==> config.mk <==
export PLATFORM = sky130hd
export DESIGN_NAME = glbl_reg_bus
export DESIGN_NICKNAME = d
export VERILOG_FILES = /design/src/source/glbl_bus_pkg.sv /design/src/source/glbl_reg_bus.sv
export SDC_FILE = /design/constraint.sdc
export NUM_CORES = 1
export LEC_CHECK = 0
export BUFFER_PORTS_ARGS = -buffer_cell sky130_fd_sc_hd__clkbuf_2
export CORE_MARGIN = 1
export CORE_UTILIZATION = 32
export CTS_CLUSTER_DIAMETER = 60
export DETAILED_ROUTE_END_ITERATION = 6
export PLACE_DENSITY = 0.79
export SKIP_CTS_REPAIR_TIMING = 1
export SLEW_MARGIN = 20
export SYNTH_ARGS = -nofsm -noshare
export SYNTH_HDL_FRONTEND = slang
export SYNTH_SLANG_ARGS = --single-unit
==> constraint.sdc <==
create_clock -name mclk -period 1.04 [get_ports mclk]
set_input_delay 0.208 -clock mclk [delete_from_list [all_inputs] [get_ports mclk]]
set_output_delay 0.208 -clock mclk [all_outputs]
set_load 0.01 [all_outputs]
==> src/source/glbl_bus_pkg.sv <==
// Register bus package
// Word, address and byte-enable types of the global register bus,
// the request bundle sent to the register blocks and a byte merge helper

package glbl_bus_pkg;

   // One register word, word address and byte lanes
   typedef logic [31:0] reg_data_t;
   typedef logic [4:0]  reg_addr_t;
   typedef logic [3:0]  reg_be_t;

   // Request seen by both register blocks
   // wr is the single-cycle write strobe of an accepted write
   typedef struct packed {
      logic      wr;
      reg_addr_t addr;
      reg_data_t wdata;
      reg_be_t   be;
   } reg_req_t;

   // Replace the enabled byte lanes of cur with wdata
   function automatic reg_data_t be_merge(reg_data_t cur, reg_data_t wdata, reg_be_t be);
      reg_data_t res;
      res = cur;
      for (int i = 0; i < 4; i++) begin
         if (be[i]) res[8*i +: 8] = wdata[8*i +: 8];
      end
      return res;
   endfunction

endpackage

==> src/source/glbl_reg_bus.sv <==
// Register bus front end
// Accepts one access per cs/ack pair, issues the write strobe and
// returns registered read data with a one-cycle acknowledge

`timescale 1ns/100ps

module glbl_reg_bus (
   input  logic                    mclk,
   input  logic                    s_reset_n,
   input  logic                    reg_cs,
   input  logic                    reg_wr,
   input  glbl_bus_pkg::reg_addr_t reg_addr,
   input  glbl_bus_pkg::reg_data_t reg_wdata,
   input  glbl_bus_pkg::reg_be_t   reg_be,
   input  glbl_bus_pkg::reg_data_t cfg_rdata,
   input  glbl_bus_pkg::reg_data_t intr_rdata,
   output glbl_bus_pkg::reg_req_t  reg_req,
   output glbl_bus_pkg::reg_data_t reg_rdata,
   output logic                    reg_ack
);

   logic                    accept;
   glbl_bus_pkg::reg_data_t rd_mux;

   // ----------------------------------------------------------------------
   // Access acceptance
   // ----------------------------------------------------------------------

   // Ack cycle blocks a new accept, held cs gives one access per two cycles
   assign accept = reg_cs & ~reg_ack;

   // Request to the register blocks
   // Strobe only on the accepting cycle so every write lands once
   assign reg_req.wr    = accept & reg_wr;
   assign reg_req.addr  = reg_addr;
   assign reg_req.wdata = reg_wdata;
   assign reg_req.be    = reg_be;

   // Each block returns zero outside its own words
   assign rd_mux = cfg_rdata | intr_rdata;

   // ----------------------------------------------------------------------
   // Acknowledge and read data
   // ----------------------------------------------------------------------

   always_ff @(posedge mclk or negedge s_reset_n) begin
      if (!s_reset_n) begin
         reg_ack <= 1'b0;
      end else begin
         reg_ack <= accept;
      end
   end

   // Read data captured with the accept, writes capture too
   always_ff @(posedge mclk or negedge s_reset_n) begin
      if (!s_reset_n) begin
         reg_rdata <= '0;
      end else if (accept) begin
         reg_rdata <= rd_mux;
      end
   end

endmodule

## After elaboration in Yosys (flattened, before gate mapping)

Cells that the tools add are included.

- Bits in registers: 33
- Output and inout port bits: 75
- Word-level logic and storage cells: 6

- Bitwise logic cells: 4

Operators with widths:

| kind | number |
|---|---|
| $or A32 B32 Y32 | 1 |
| $and A1 B1 Y1 | 2 |
| $not A1 Y1 | 1 |

## Logic depth before layout (Yosys ltp)

Gate-level depths: netlist of run 1.

- Depth in word-level cells: 3
- Mapped depth: 4

## Least setup slack after synthesis of run 1

No wires, ideal clock.

- Path type: register to output
- Start: register reg_ack
- End: output reg_req[41] (netlist bit)
- Arrival time: 985 ps
- Setup slack: -153 ps
- Cell stages (with the launch flop): 5
- Buffers on the path: 2
- Cell sequence: dfrtp_1 nor2b_4 buf_12 buf_12 and2_1

RTL lines:

| what | RTL line | source |
|---|---|---|
| start, declared | glbl_reg_bus.sv:19 | `output logic reg_ack` |
| start signal, assigned | glbl_reg_bus.sv:50 | `reg_ack <= accept;` |
| end, declared | glbl_reg_bus.sv:17 | `output glbl_bus_pkg::reg_req_t reg_req,` |

==> impl_metrics.tcl, run 1 <==
set metrics [dict create \
    status "finished with violations" \
    violations "setup timing" \
    synth-edff-count 0 \
    worstHoldPathCells 3 \
    p_leak_nw 1.313 \
    drt_iter0_markers 16 \
    nNetsFinal 355 \
    fin_tns_setup_ps -955.2 \
    critPathLaunchType "flip-flop" \
    synth_common_cells "buf_4 (41), dfrtp_1 (33), inv_1 (32), mux2i_1 (32), nor2_1 (32)" \
    ir_drop_v 0.0007949 \
    async_flop_share 1.000 \
    hold_viol_final 0 \
    skew_ps 2.232 \
    hold_path_class "input pin to flip-flop" \
    period_needed_ps 1299 \
    worstPathArrival_ps 1090 \
    syn-mean-instance-area_um2 10.19 \
    rows 26 \
    synth.most_common_cell "buf_4" \
    numCtsBuffers 5 \
    cpMaxStageDelayCell "dfrtp_1" \
    grt-ovfl-total 0 \
    yosysTopAreaCellShare 0.4603 \
    maxCapViolations 0 \
    grt_setup_unrepaired "true" \
    ys_top_cells_by_area "dfrtp_1 (46%), mux2i_1 (18%), buf_4 (17%)" \
    setup_violations 33 \
    postSynthCellCount 176 \
    ant_nets 0 \
    yosys_register_bits 33 \
    fin_area_um2 2211 \
    layout-drive-gt1-share 0.4696 \
    cts_tree "yes" \
    worstSkewPairLatency_ps 270 \
    die_w_um 76.88 \
    grt_max_degree 34 \
    drc_errors 0 \
    antenna_found_initial 0 \
    grt_pass1_vias 1264 \
    htreeDepth 2 \
    synth_warnings 0 \
    nFillCells 521 \
    dr.pass1.iters 2 \
    synth_area_um2 1794 \
    worst_pin_slew_ps 186.1 \
    dieArea_um2 5911 \
    core_um2 5238 \
    powerDensity_nw_per_um2 1555 \
    cp_cell_sequence "nor2b_4, and2_4, buf_6" \
    num_vias 1273 \
    worstSetupEndpointType "primary output" \
    ff2ff_path_depth 3 \
    maxSlewHeadroom 0.8759 \
    ys.flop_type "dfrtp_1" \
    clock.fmax_mhz 770.1 \
    syn-num-nets 285 \
    area_growth_pct 23.22 \
    io_pins 184 \
    period_share 1.249 \
    critPathRequiredTime_ps 830 \
    seq_area_frac_synth 0.4603 \
    die_y_um 76.88 \
    synthDistinctLibCells 8 \
    cts.clk_slew.worst_paths_ps 70 \
    totalWireLength_um 3295 \
    insertedDiodeCount 0 \
    grt_pass1_wl_um 5375 \
    yosysTopAreaCell "dfrtp_1" \
    placed_area_um2 2049 \
    worstSetupPathType "flip-flop to primary output" \
    slew_viol_final 0 \
    clock_sinks 33 \
    cts_buffer_depth 2 \
    initial_core_util 0.3426 \
    worstPathMaxFanout 3 \
    max_stage_delay_ps 410 \
    routedWlPerCell_um 10.39 \
    fin_ws_ps -258.6 \
    portBuffers 101 \
    dp_hpwl_um 2582 \
    cts_root_buffer "clkbuf_8" \
    globalRouteTotalUtil 0.1177 \
    gp_congestion 0.6915 \
    viasPerCell 4.016 \
]
cell type report:
type | count | area (um^2) | area share
tap | 70 | 87.58 | 0.03962
timing repair buffer | 108 | 598.1 | 0.2705
clock buffer | 7 | 86.33 | 0.03905
clock inverter | 1 | 30.03 | 0.01358
multi-input combinational | 66 | 462.9 | 0.2094
inverter | 32 | 120.1 | 0.05433
sequential | 33 | 825.8 | 0.3735
state kept, by name, indices dropped and copies added, names as in the netlist:
name and cells:
reg_ack 1, reg_rdata 32
power breakdown:
group | internal [mW] | leakage [nW] | switching [mW]
clock | 0.781 | 0.0585 | 0.431
combinational | 0.364 | 0.914 | 0.339
sequential | 1.44 | 0.341 | 0.0826
total | 2.59 | 1.31 | 0.853
metal layers:
layer	wire length (um)	global-route usage	up-vias
met4	49	0.04808	0
met3	335	0.05119	10
li1	-	-	625
met2	1574	0.2009	88
met5	0	0	-
met1	1335	0.1265	550
per-stage QoR:
stage	std cells	setup WS (ps)	utilization	hold slack, ps	total power, mW
2_1_floorplan	176	-130.8	-	-87.59	2.057
3_3_place_gp	305	-14.89	0.3913	183.1	2.213
4_1_cts	313	-307.9	0.4135	-120.6	3.501
6_report	317	-258.6	0.4221	193.8	3.439
3_5_place_dp	305	-57.59	0.3913	184.2	2.232
5_1_grt	317	-324.7	0.4221	183.8	3.668
kinds of logic after synthesis:
family        Yosys count  synth area share
buf+inv                77            0.2831
mux                    32            0.1785
flops                  33            0.4602
simple gates           34           0.07811
cells in the final DEF (no fill, tap or decap):
cell type and n:
clkbuf_2 98, dfrtp_1 33, inv_1 32, nor2_1 32, mux2i_1 32, clkbuf_8 6
buf_4 4, buf_6 2, buf_12 2, nor2b_4 1, and2_4 1, bufinv_16 1
clkbuf_1 1, dlygate4sd3_1 1, buf_2 1
final timing paths:
kind	slack [ps]	to	startpoint
min in group asynchronous	440	reg_rdata[8]	s_reset_n
worst min register to register	520	reg_rdata[18]	reg_rdata[18]
worst min-delay path	190	reg_rdata[23]	cfg_rdata[23]
worst max register to register	-50	reg_rdata[17]	reg_ack
max in group asynchronous	410	reg_rdata[28]	s_reset_n
worst max-delay path	-260	reg_req[41]	reg_ack
critical path: cells and delay by family (launching register included):
| family | cells | cell delay [ps] |
|---|---|---|
| simple gates | 2 | 320 |
| buf+inv | 1 | 90 |
| flops | 1 | 410 |
No activity file was read; power rests on OpenSTA's default activity.
==> run 2: changes to the inputs <==
--- a/config.mk
+++ b/config.mk
@@ -6,11 +6,12 @@
 export NUM_CORES = 1
 export LEC_CHECK = 0
 export BUFFER_PORTS_ARGS = -buffer_cell sky130_fd_sc_hd__clkbuf_2
+export CAP_MARGIN = 15
 export CORE_MARGIN = 1
 export CORE_UTILIZATION = 32
 export CTS_CLUSTER_DIAMETER = 60
 export DETAILED_ROUTE_END_ITERATION = 6
-export PLACE_DENSITY = 0.79
+export PLACE_DENSITY = 0.74
 export SKIP_CTS_REPAIR_TIMING = 1
 export SLEW_MARGIN = 20
 export SYNTH_ARGS = -nofsm -noshare
==> run 2 against run 1 <==
  * The run still ends with setup timing left
  * Cell count grew 1.6%
  * Critical endpoint unchanged
  * Highest routed layer unchanged
  * Non-clock buffer count grew 5
  * Via count grew 0.55%
==> impl_metrics.tcl, run 2 (synthesis results as in run 1) <==
set metrics [dict create \
    grt_pass1_wl_um 5444 \
    fin_tns_setup_ps -3067 \
    drc_errors 0 \
    dr.pass1.iters 4 \
    grt_max_degree 34 \
    cts_tree "yes" \
    globalRouteTotalUtil 0.1202 \
    setup_violations 34 \
    ant_nets 0 \
    reg2reg_from "reg_ack" \
    mostFrequentLayoutCells "clkbuf_2 (99), dfrtp_1 (33), inv_1 (32), nor2_1 (32), mux2i_1 (32)" \
    fin_ws_ps -201.0 \
    htreeDepth 2 \
    dieArea_um2 5911 \
    portBuffers 101 \
    endpoint "reg_req[41]" \
    critPathRequiredTime_ps 830 \
    regMostFlops "reg_rdata" \
    worstPathArrival_ps 1030 \
    worstSetupPathType "flip-flop to primary output" \
    period_share 1.193 \
    num_vias 1280 \
    p_leak_nw 1.352 \
    nNetsFinal 360 \
    startpoint "reg_ack" \
    skew_ps 10.89 \
    nFillCells 520 \
    period_needed_ps 1241 \
    maxSlewHeadroom 0.8785 \
    worstPathMaxFanout 2 \
    violations "setup timing" \
    grt_pass1_vias 1267 \
    insertedDiodeCount 0 \
    ff2ff_path_depth 4 \
    routedWlPerCell_um 10.79 \
    powerDensity_nw_per_um2 1530 \
    hold_path_class "input pin to flip-flop" \
    drt_iter0_markers 37 \
    grt-ovfl-total 0 \
    cts.clk_slew.worst_paths_ps 70 \
    final_util 0.4372 \
    ir_drop_v 0.0007070 \
    antenna_found_initial 0 \
    worst_pin_slew_ps 182.2 \
    gp_congestion 0.6794 \
    worstSetupEndpointType "primary output" \
    critPathLaunchType "flip-flop" \
    grt_setup_unrepaired "true" \
    rrSetupSlack_ps -110 \
    core_um2 5238 \
    cts_root_buffer "clkbuf_8" \
    initial_core_util 0.3426 \
    totalWireLength_um 3473 \
    cts_buffer_depth 2 \
    worstSkewPairLatency_ps 280 \
    dp_hpwl_um 2492 \
    clock.fmax_mhz 805.8 \
    rows 26 \
    reg_top3 "reg_rdata x32, reg_ack x1" \
    crit-reg2reg-capture "reg_rdata[5]" \
    status "finished with violations" \
    timing.hold.ws_ps 182.8 \
    layout-drive-gt1-share 0.4802 \
    die_y_um 76.88 \
    die_w_um 76.88 \
    viasPerCell 3.975 \
    area_growth_pct 27.62 \
    maxCapViolations 0 \
    largest_register_ffs 32 \
    clock_sinks 33 \
    final_common_cell "clkbuf_2" \
    finalPower_mw 3.503 \
    io_pins 184 \
    hold_viol_final 0 \
    numCtsBuffers 5 \
    slew_viol_final 0 \
]
==> run 2: worst max-delay path, stage by stage, from the launching register on <==
cell     delay, ps
dfrtp_1        410
nor2b_4        120
and2_4         140
buf_6           90
==> run 2: report_power, final <==
| group | leakage, nW | switching (mW) | internal [mW] | total, mW |
|---|---|---|---|---|
| clock network | 0.0585 | 0.449 | 0.781 | 1.23 |
| logic | 0.953 | 0.347 | 0.402 | 0.749 |
| registers | 0.341 | 0.0832 | 1.44 | 1.52 |
==> run 2: per-stage QoR <==
step                      cell area [um^2]  setup slack (ps)  instances
after floorplan                       1797            -130.8        176
after global placement                2062            -14.05        305
after detailed placement              2062            -49.54        305
after CTS                             2178            -359.0        313
after global routing                  2290            -239.5        322
final                                 2290            -201.0        322
==> run 2: area by class of cell <==
type | instances | area, um^2 | area share
clock buffer | 7 | 86.33 | 0.03770
clock inverter | 1 | 30.03 | 0.01311
inverter | 32 | 120.1 | 0.05246
multi-input combinational | 66 | 462.9 | 0.2022
sequential | 33 | 825.8 | 0.3607
tap | 70 | 87.58 | 0.03825
timing repair buffer | 113 | 676.9 | 0.2956
==> run 2: how the worst min path moves through the flow <==
stage	start	to	slack [ps]	depth (start not counted)
6_report	cfg_rdata[19]	reg_rdata[19]	180	3
5_1_grt	cfg_rdata[9]	reg_rdata[9]	190	3
4_1_cts	s_reset_n	reg_rdata[21]	-120	2
3_5_place_dp	s_reset_n	reg_rdata[0]	180	2
3_3_place_gp	s_reset_n	reg_rdata[0]	190	2
2_1_floorplan	s_reset_n	reg_ack	-90	0
==> run 2: metal layers <==
metal  track usage  share of wire  vias up
met3       0.03690          0.083       20
li1              -              -      640
met4       0.09808          0.033        0
met5             0              0        -
met2        0.1991           0.47       72
met1        0.1249           0.41      548
