--- config.mk ---
export PLATFORM = sky130hd
export DESIGN_NAME = glbl_intr_ctrl
export DESIGN_NICKNAME = d
export VERILOG_FILES = /design/src/source/glbl_bus_pkg.sv /design/src/source/glbl_map_pkg.sv /design/src/source/glbl_intr_ctrl.sv
export SDC_FILE = /design/constraint.sdc
export NUM_CORES = 1
export LEC_CHECK = 0
export BUFFER_PORTS_ARGS = -buffer_cell sky130_fd_sc_hd__buf_2
export CAP_MARGIN = 5
export CORE_UTILIZATION = 39
export CTS_BUF_LIST = sky130_fd_sc_hd__clkbuf_8 sky130_fd_sc_hd__clkbuf_16
export DETAILED_ROUTE_END_ITERATION = 10
export PLACE_DENSITY = 0.79
export RECOVER_POWER = 100
export SLEW_MARGIN = 40
export SYNTH_ARGS = -nofsm -noshare
export SYNTH_HDL_FRONTEND = slang
export SYNTH_SLANG_ARGS = --single-unit
--- constraint.sdc ---
create_clock -name mclk -period 1.7 [get_ports mclk]
set_input_delay 0.255 -clock mclk [delete_from_list [all_inputs] [get_ports mclk]]
set_output_delay 0.255 -clock mclk [all_outputs]
set_load 0.01 [all_outputs]
--- src/source/glbl_bus_pkg.sv ---
// Register bus package
// Word, address and byte-enable types of the global register bus,
// the request bundle sent to the register blocks and a byte merge helper

package glbl_bus_pkg;

   // One register word, word address and byte lanes
   typedef logic [31:0] reg_data_t;
   typedef logic [4:0]  reg_addr_t;
   typedef logic [3:0]  reg_be_t;

   // Request seen by both register blocks
   // wr is the single-cycle write strobe of an accepted write
   typedef struct packed {
      logic      wr;
      reg_addr_t addr;
      reg_data_t wdata;
      reg_be_t   be;
   } reg_req_t;

   // Replace the enabled byte lanes of cur with wdata
   function automatic reg_data_t be_merge(reg_data_t cur, reg_data_t wdata, reg_be_t be);
      reg_data_t res;
      res = cur;
      for (int i = 0; i < 4; i++) begin
         if (be[i]) res[8*i +: 8] = wdata[8*i +: 8];
      end
      return res;
   endfunction

endpackage

--- src/source/glbl_map_pkg.sv ---
// Global register map package
// Word addresses, reset defaults, identity constants, reset and strap
// bundles and interrupt source widths

package glbl_map_pkg;

   // Word addresses
   localparam glbl_bus_pkg::reg_addr_t ADDR_CHIP_ID      = 5'd0;
   localparam glbl_bus_pkg::reg_addr_t ADDR_RST_CTRL     = 5'd1;
   localparam glbl_bus_pkg::reg_addr_t ADDR_GLBL_CFG     = 5'd2;
   localparam glbl_bus_pkg::reg_addr_t ADDR_INTR_MASK    = 5'd3;
   localparam glbl_bus_pkg::reg_addr_t ADDR_INTR_STAT    = 5'd4;
   localparam glbl_bus_pkg::reg_addr_t ADDR_MFUNC_SEL    = 5'd5;
   localparam glbl_bus_pkg::reg_addr_t ADDR_INTR_SET     = 5'd10;
   localparam glbl_bus_pkg::reg_addr_t ADDR_MAILBOX      = 5'd15;
   localparam glbl_bus_pkg::reg_addr_t ADDR_SCRATCH_BASE = 5'd16;

   localparam int NUM_SCRATCH   = 8;
   localparam int SCRATCH_IDX_W = $clog2(NUM_SCRATCH);

   // Manufacturer id, core count, chip id, revision
   localparam glbl_bus_pkg::reg_data_t CHIP_ID_WORD = {16'h8268, 4'h1, 4'h6, 8'h01};

   // Reset control defaults, boot variant also releases core 0
   localparam glbl_bus_pkg::reg_data_t RST_CTRL_DEFAULT      = 32'h0000_0003;
   localparam glbl_bus_pkg::reg_data_t RST_CTRL_BOOT_DEFAULT = 32'h0000_0103;

   // UART master and RISC-V TAP enabled out of reset
   localparam glbl_bus_pkg::reg_data_t MFUNC_SEL_DEFAULT = 32'hC000_0000;

   // Scratch words 0..2 carry identification constants
   localparam glbl_bus_pkg::reg_data_t SCRATCH_SIGNATURE    = 32'h8273_8343;
   localparam glbl_bus_pkg::reg_data_t SCRATCH_RELEASE_DATE = 32'h1109_0023;
   localparam glbl_bus_pkg::reg_data_t SCRATCH_REVISION     = 32'h0005_2000;

   // Active-low block resets, cores in bits 11..8 of the register
   typedef struct packed {
      logic [3:0] core_rst_n;
      logic       cpu_intf_rst_n;
      logic       qspim_rst_n;
      logic       sspim_rst_n;
      logic [1:0] uart_rst_n;
      logic       i2cm_rst_n;
      logic       usb_rst_n;
   } periph_rst_t;

   // Pad straps used for register defaults
   typedef struct packed {
      logic riscv_boot_mode;
      logic cache_bypass;
      logic sram_clk_edge;
   } boot_strap_t;

   localparam int NUM_GPIO_INTR  = 24;
   localparam int NUM_ASYNC_INTR = 4;
   localparam int NUM_TIMER_INTR = 3;

endpackage

--- src/source/glbl_intr_ctrl.sv ---
// Global interrupt controller
// Synchronizes the asynchronous sources, keeps sticky status with
// software set and write-one clear, and masks it onto irq_lines

`timescale 1ns/100ps

module glbl_intr_ctrl (
   input  logic                                    mclk,
   input  logic                                    s_reset_n,
   input  glbl_bus_pkg::reg_req_t                  reg_req,
   input  logic                                    usb_intr,
   input  logic                                    i2cm_intr,
   input  logic                                    rtc_intr,
   input  logic                                    ir_intr,
   input  logic                                    pwm_intr,
   input  logic [glbl_map_pkg::NUM_TIMER_INTR-1:0] timer_intr,
   input  logic [glbl_map_pkg::NUM_GPIO_INTR-1:0]  gpio_intr,
   output glbl_bus_pkg::reg_data_t                 intr_rdata,
   output glbl_bus_pkg::reg_data_t                 irq_lines
);

   logic [glbl_map_pkg::NUM_ASYNC_INTR-1:0] async_in;
   logic [glbl_map_pkg::NUM_ASYNC_INTR-1:0] async_s;
   logic [glbl_map_pkg::NUM_ASYNC_INTR-1:0] async_ss;

   glbl_bus_pkg::reg_data_t hw_req;
   glbl_bus_pkg::reg_data_t wr_bytes;
   glbl_bus_pkg::reg_data_t intr_req;
   glbl_bus_pkg::reg_data_t stat_clr;
   glbl_bus_pkg::reg_data_t stat_q;
   glbl_bus_pkg::reg_data_t mask_q;
   logic                    set_wr;
   logic                    stat_wr;

   // ----------------------------------------------------------------------
   // Double synchronizers
   // ----------------------------------------------------------------------

   // Order I2C, USB, RTC, IR from bit 0
   assign async_in = {ir_intr, rtc_intr, usb_intr, i2cm_intr};

   always_ff @(posedge mclk or negedge s_reset_n) begin
      if (!s_reset_n) begin
         async_s  <= '0;
         async_ss <= '0;
      end else begin
         async_s  <= async_in;
         async_ss <= async_s;
      end
   end

   // Status bit order, GPIO on top
   assign hw_req = {gpio_intr, async_ss[3], async_ss[2], pwm_intr,
                    async_ss[1], async_ss[0], timer_intr};

   // ----------------------------------------------------------------------
   // Software set and clear
   // ----------------------------------------------------------------------

   // Byte-enabled write data, zero in disabled lanes
   assign wr_bytes = glbl_bus_pkg::be_merge('0, reg_req.wdata, reg_req.be);

   assign set_wr  = reg_req.wr && (reg_req.addr == glbl_map_pkg::ADDR_INTR_SET);
   assign stat_wr = reg_req.wr && (reg_req.addr == glbl_map_pkg::ADDR_INTR_STAT);

   assign intr_req = hw_req | (set_wr ? wr_bytes : '0);
   assign stat_clr = stat_wr ? wr_bytes : '0;

   // Sticky status, a pending request wins over a clear
   always_ff @(posedge mclk or negedge s_reset_n) begin
      if (!s_reset_n) begin
         stat_q <= '0;
      end else begin
         stat_q <= (stat_q & ~stat_clr) | intr_req;
      end
   end

   // Mask register
   always_ff @(posedge mclk or negedge s_reset_n) begin
      if (!s_reset_n) begin
         mask_q <= '0;
      end else if (reg_req.wr && (reg_req.addr == glbl_map_pkg::ADDR_INTR_MASK)) begin
         mask_q <= glbl_bus_pkg::be_merge(mask_q, reg_req.wdata, reg_req.be);
      end
   end

   // Read back, set address mirrors status
   always_comb begin
      case (reg_req.addr)
         glbl_map_pkg::ADDR_INTR_MASK: intr_rdata = mask_q;
         glbl_map_pkg::ADDR_INTR_STAT: intr_rdata = stat_q;
         glbl_map_pkg::ADDR_INTR_SET:  intr_rdata = stat_q;
         default:                      intr_rdata = '0;
      endcase
   end

   assign irq_lines = mask_q & stat_q;

endmodule

Word level (Yosys, flattened, before mapping)
Cells that the tools add are included.
- equality and inequality tests: 3
- multiplexer cells: 7
- bitwise logic cells: 5
- reduce and logical (&&, ||, !) cells: 8
- operator list (operator ; count):
    32-bit AND ; 2
    32-bit two-way mux ; 2
    32-bit OR ; 2
    32-bit case mux with 2 select lines ; 1
    8-bit two-way mux ; 4
    32-bit inverter ; 1
    2-bit AND reduction ; 4
    5-bit by 2-bit equality test with 1-bit output, second input constant ; 1
    5-bit by 3-bit equality test with 1-bit output, second input constant ; 1
    5-bit by 4-bit equality test with 1-bit output, second input constant ; 1
    1-bit logical AND ; 3
    2-bit OR reduction ; 1
- register bits: 72
- output and inout port bits: 64
- word-level logic and storage cells: 30

Longest topological paths before layout
- word-level depth: 6
- gate-level depth with buffers: 5
- depth with buffers taken out: 3

Worst setup path before layout
No wires, ideal clock.
- kind: input to output
- from: input port reg_req[37] (netlist bit)
- to: output port intr_rdata[0]
- arrival: 1.231 ns
- path slack: 0.214 ns
- stages: 4
- cells stage by stage: or3b_1 a21boi_2 buf_2 a22o_1
- cells in the longest elaborated chain, start to end: 3
- elaborated cells on any way between the ends: 5
- those cells by class: 3 x eq/ne; 1 x mux; 1 x reduce/logical
- ends and longest elaborated chain (element ; line ; source):
    start: declaration ; glbl_intr_ctrl.sv:10 ; input glbl_bus_pkg::reg_req_t reg_req,
    5-bit by 4-bit equality test with 1-bit output / 5-bit by 3-bit equality test with 1-bit output (equally long branches) ; glbl_intr_ctrl.sv:89 ; case (reg_req.addr)
    2-bit OR reduction (no source line) ; n/a ;
    32-bit case mux with 2 select lines * ; glbl_intr_ctrl.sv:89 ;
    end: declaration ; glbl_intr_ctrl.sv:18 ; output glbl_bus_pkg::reg_data_t intr_rdata,
Mark *: on every way between the ends. The rest lies on a longest branch, timed or not.

Worst setup path in the final report
- from: input port reg_req[37] (netlist bit)
- to: output port intr_rdata[3]
Same word-level chain as after synthesis.

==> flow_summary.yaml <==
outcome:
  outcome: "finished with violations"
  violations: "negative setup slack"
place:
  dp_hpwl_um: 6623
  portBuffers: 139
  dpl_worst_slack_ns: -0.06413
  placedInstanceArea_um2: 4398
  place.gp.congestion: 0.7595
synthesis:
  syn_inst: 272
  async_reset_ff_share_pct: 100.0
  syn_avg_cell_area_um2: 12.63
  syn-num-nets: 348
  netlist_area_um2: 3435
  synth_top_area_share_pct: 52.46
  synthFlopType: "dfrtp_1"
  synth_edf_count: 0
  seq_area_frac_synth_pct: 52.46
  yosysMostFrequentCell: "dfrtp_1"
  yosys_warnings: 0
  synthMuxAreaShare_pct: 10.49
  ys_seq_elements: 72
  synth_fa_ha_area_share_pct: 0
  ys_top_cells_by_area: "dfrtp_1 52%, mux2_2 10%, a221o_1 9.3%, a22o_1 8.2%, and2_1 6.2%"
  synth_compound_area_share_pct: 17.81
  synth_xor_area_share_pct: 0
  synth_top_family_by_area: "compound AO/OA/AOI/OAI gates"
  yosys.area_share.simple_pct: 15.34
  synth_cell_types: 22
  synthTopCellsByCount: "72 x dfrtp_1, 34 x and2_1, 32 x a221o_1, 32 x a22o_1, 32 x mux2_2"
  yosysTopAreaCell: "dfrtp_1"
timing:
  min_period_over_period_pct: 100.6
  setup_violations: 3
  tns_ns: -0.02052
  drv_slew: 0
  slew-limit-headroom_pct: 57.24
  fin_crit_ns: 1.711
  worstMarginPinSlew_ns: 0.6413
  grt_setup_unrepaired: "true"
  hold_slack_ns: 0.1044
  fmaxAchievable_mhz: 584.6
  fin_ws_ns: -0.01065
  hold_viol_final: 0
  final.setup_skew_ns: 0.003786
power_and_ir_drop:
  netSwitchingPower_mw: 1.044
  seq_power_share_pct: 48.6
  p_clk_share_pct: 35.2
  leakagePower_nw: 2.099
  comb_power_share_pct: 16.2
  p_per_area_nw_per_um2: 841.7
  switching_share_pct: 26.65
  internal_power_mw: 2.873
  ir_worst_vdd_mv: 0.4457
global_route:
  grt_max_degree: 39
  grt_pass1_vias: 2990
  grt_pass1_wl_um: 14890
  antenna_found_initial: 0
  overflow: 0
  grt_usage_pct: 21.40
die:
  initial_core_util_pct: 40.98
  die_area_um2: 9186
  die_w_um: 95.85
  io_pins: 140
  rows: 33
  die_h_um: 95.85
  core_um2: 8382
route:
  drtPass1Iterations: 4
  viasPerCell: 5.645
  wl_per_cell_um: 17.55
  route.vias.total: 3071
  antenna_left: 0
  drt_wl_total_um: 9549
  drc: 0
  drtIter0Drc: 107
clock_tree:
  cts_max_path_buffers: 2
  cts_buffers: 9
  clk_pin_slew_ns: 0.08
  cts_tree: "built"
  htreeDepth: 3
  cts.sinks: 72
  clock_latency_ns: 0.34
  cts_root_buf: "clkbuf_8"
finish:
  area_delta_synth_final_pct: 35.48
  multi_input_area_um2: 1521
  final_layout_size_suffix_gt1_share_pct: 43.51
  nFillCells: 767
  finalInstanceArea_um2: 4653
  fin_nets: 510
  regArea_um2: 1802
  antennaDiodeCount: 0
setup_path:
  crit_type: "in -> out"
  path_max_fanout: 14
  crit_path_end_kind: "output port"
  reg2reg_depth: 1
  cp.required_ns: 1.44
  r2r-start: "stat_q[0]"
  cp-start-kind: "input pin"
  cp.arrival_ns: 1.46
  startpoint: "reg_req[37]"
job:
  maxCapViolations: 0
hold_path:
  worstHoldPathCells: 2
  hold_class: "in -> reg"
  hp-start: "gpio_intr[18]"
==> critical path, stage by stage <==
cell	delay (ns)
buf_6	0.09
or3b_4	0.39
a21boi_4	0.16
buf_6	0.12
buf_12	0.14
a22o_1	0.15
buf_2	0.13
==> layout make-up <==
cell class / count / share of cell area, %
clock inverter: 6 / 1.479
clock buffer: 10 / 2.958
timing repair buffer: 172 / 21.32
sequential: 72 / 38.72
tap: 105 / 2.823
multi-input combinational: 179 / 32.70
==> cell usage in the layout, fill, tap and decap left out, drive strengths merged <==
master / instances
nor4bb: 1
clkbuf: 47
nand3: 17
a21boi: 1
clkinvlp: 1
a221o: 32
a22o: 32
and2: 34
nor2b: 2
nand4: 16
and4bb: 1
and3: 5
dfrtp: 72
and4b: 1
nand3b: 1
clkinv: 4
nor3b: 2
or3b: 1
buf: 130
mux2: 32
nor2: 1
bufinv: 1
dlygate4sd3: 5
==> sequential cells by signal (all words and copies together) (netlist names) <==
register	count
async_ss	4
mask_q	32
stat_q	32
async_s	4
==> worst paths after layout <==
kind | endpoint | slack, ns
min in group asynchronous | async_s[1] | 0.39
max in group asynchronous | mask_q[26] | 0.28
hold reg to reg | async_ss[3] | 0.35
hold / removal | stat_q[26] | 0.10
setup / recovery | intr_rdata[3] | -0.01
setup reg to reg | stat_q[0] | 0.86
==> power by group through the flow <==
stage	Clock [mW]	Combinational, mW	Sequential, mW
floorplan	0	0.316	1.91
global placement	0	0.630	1.93
detailed placement	0	0.642	1.94
CTS	1.43	0.666	1.90
global route	1.49	0.700	1.92
finish	1.38	0.636	1.90
==> cells by family (layout without fill, tap and decap cells) <==
family                 Yosys count  count (layout)
AND/OR/NAND/NOR                 82              82
flip-flops                      72              72
AO/OA/AOI/OAI                   65              65
multiplexers                    32              32
buffers and inverters           21             188
==> stage by stage <==
| step | instances | total power, mW | utilization (%) |
|---|---|---|---|
| global route | 544 | 4.111 | 55.52 |
| CTS | 542 | 3.996 | 56.25 |
| global placement | 519 | 2.557 | 52.47 |
| floorplan | 272 | 2.226 | - |
| finish | 544 | 3.917 | 55.52 |
| detailed placement | 519 | 2.579 | 52.47 |
==> per-layer routing <==
metal	vias to the layer above	track usage [%]	share of wire, %
met5	-	0	0
met2	118	36.61	50
met1	1549	26.95	43
met4	0	7.090	1.7
li1	1393	-	-
met3	11	4.423	5.5
==> repair_timing <==
| action | 4_1_cts | 5_1_grt |
|---|---|---|
| setup endpoints to repair | 27 | 31 |
| gates resized for setup | 7 | 3 |
| hold endpoints to repair | 50 | 1 |
| buffers inserted | 2 | 0 |
| cloned | 1 | 1 |
| pin swaps | 2 | 13 |
| hold buffers | 4 | 1 |
No activity file was read; power rests on OpenSTA's default activity.
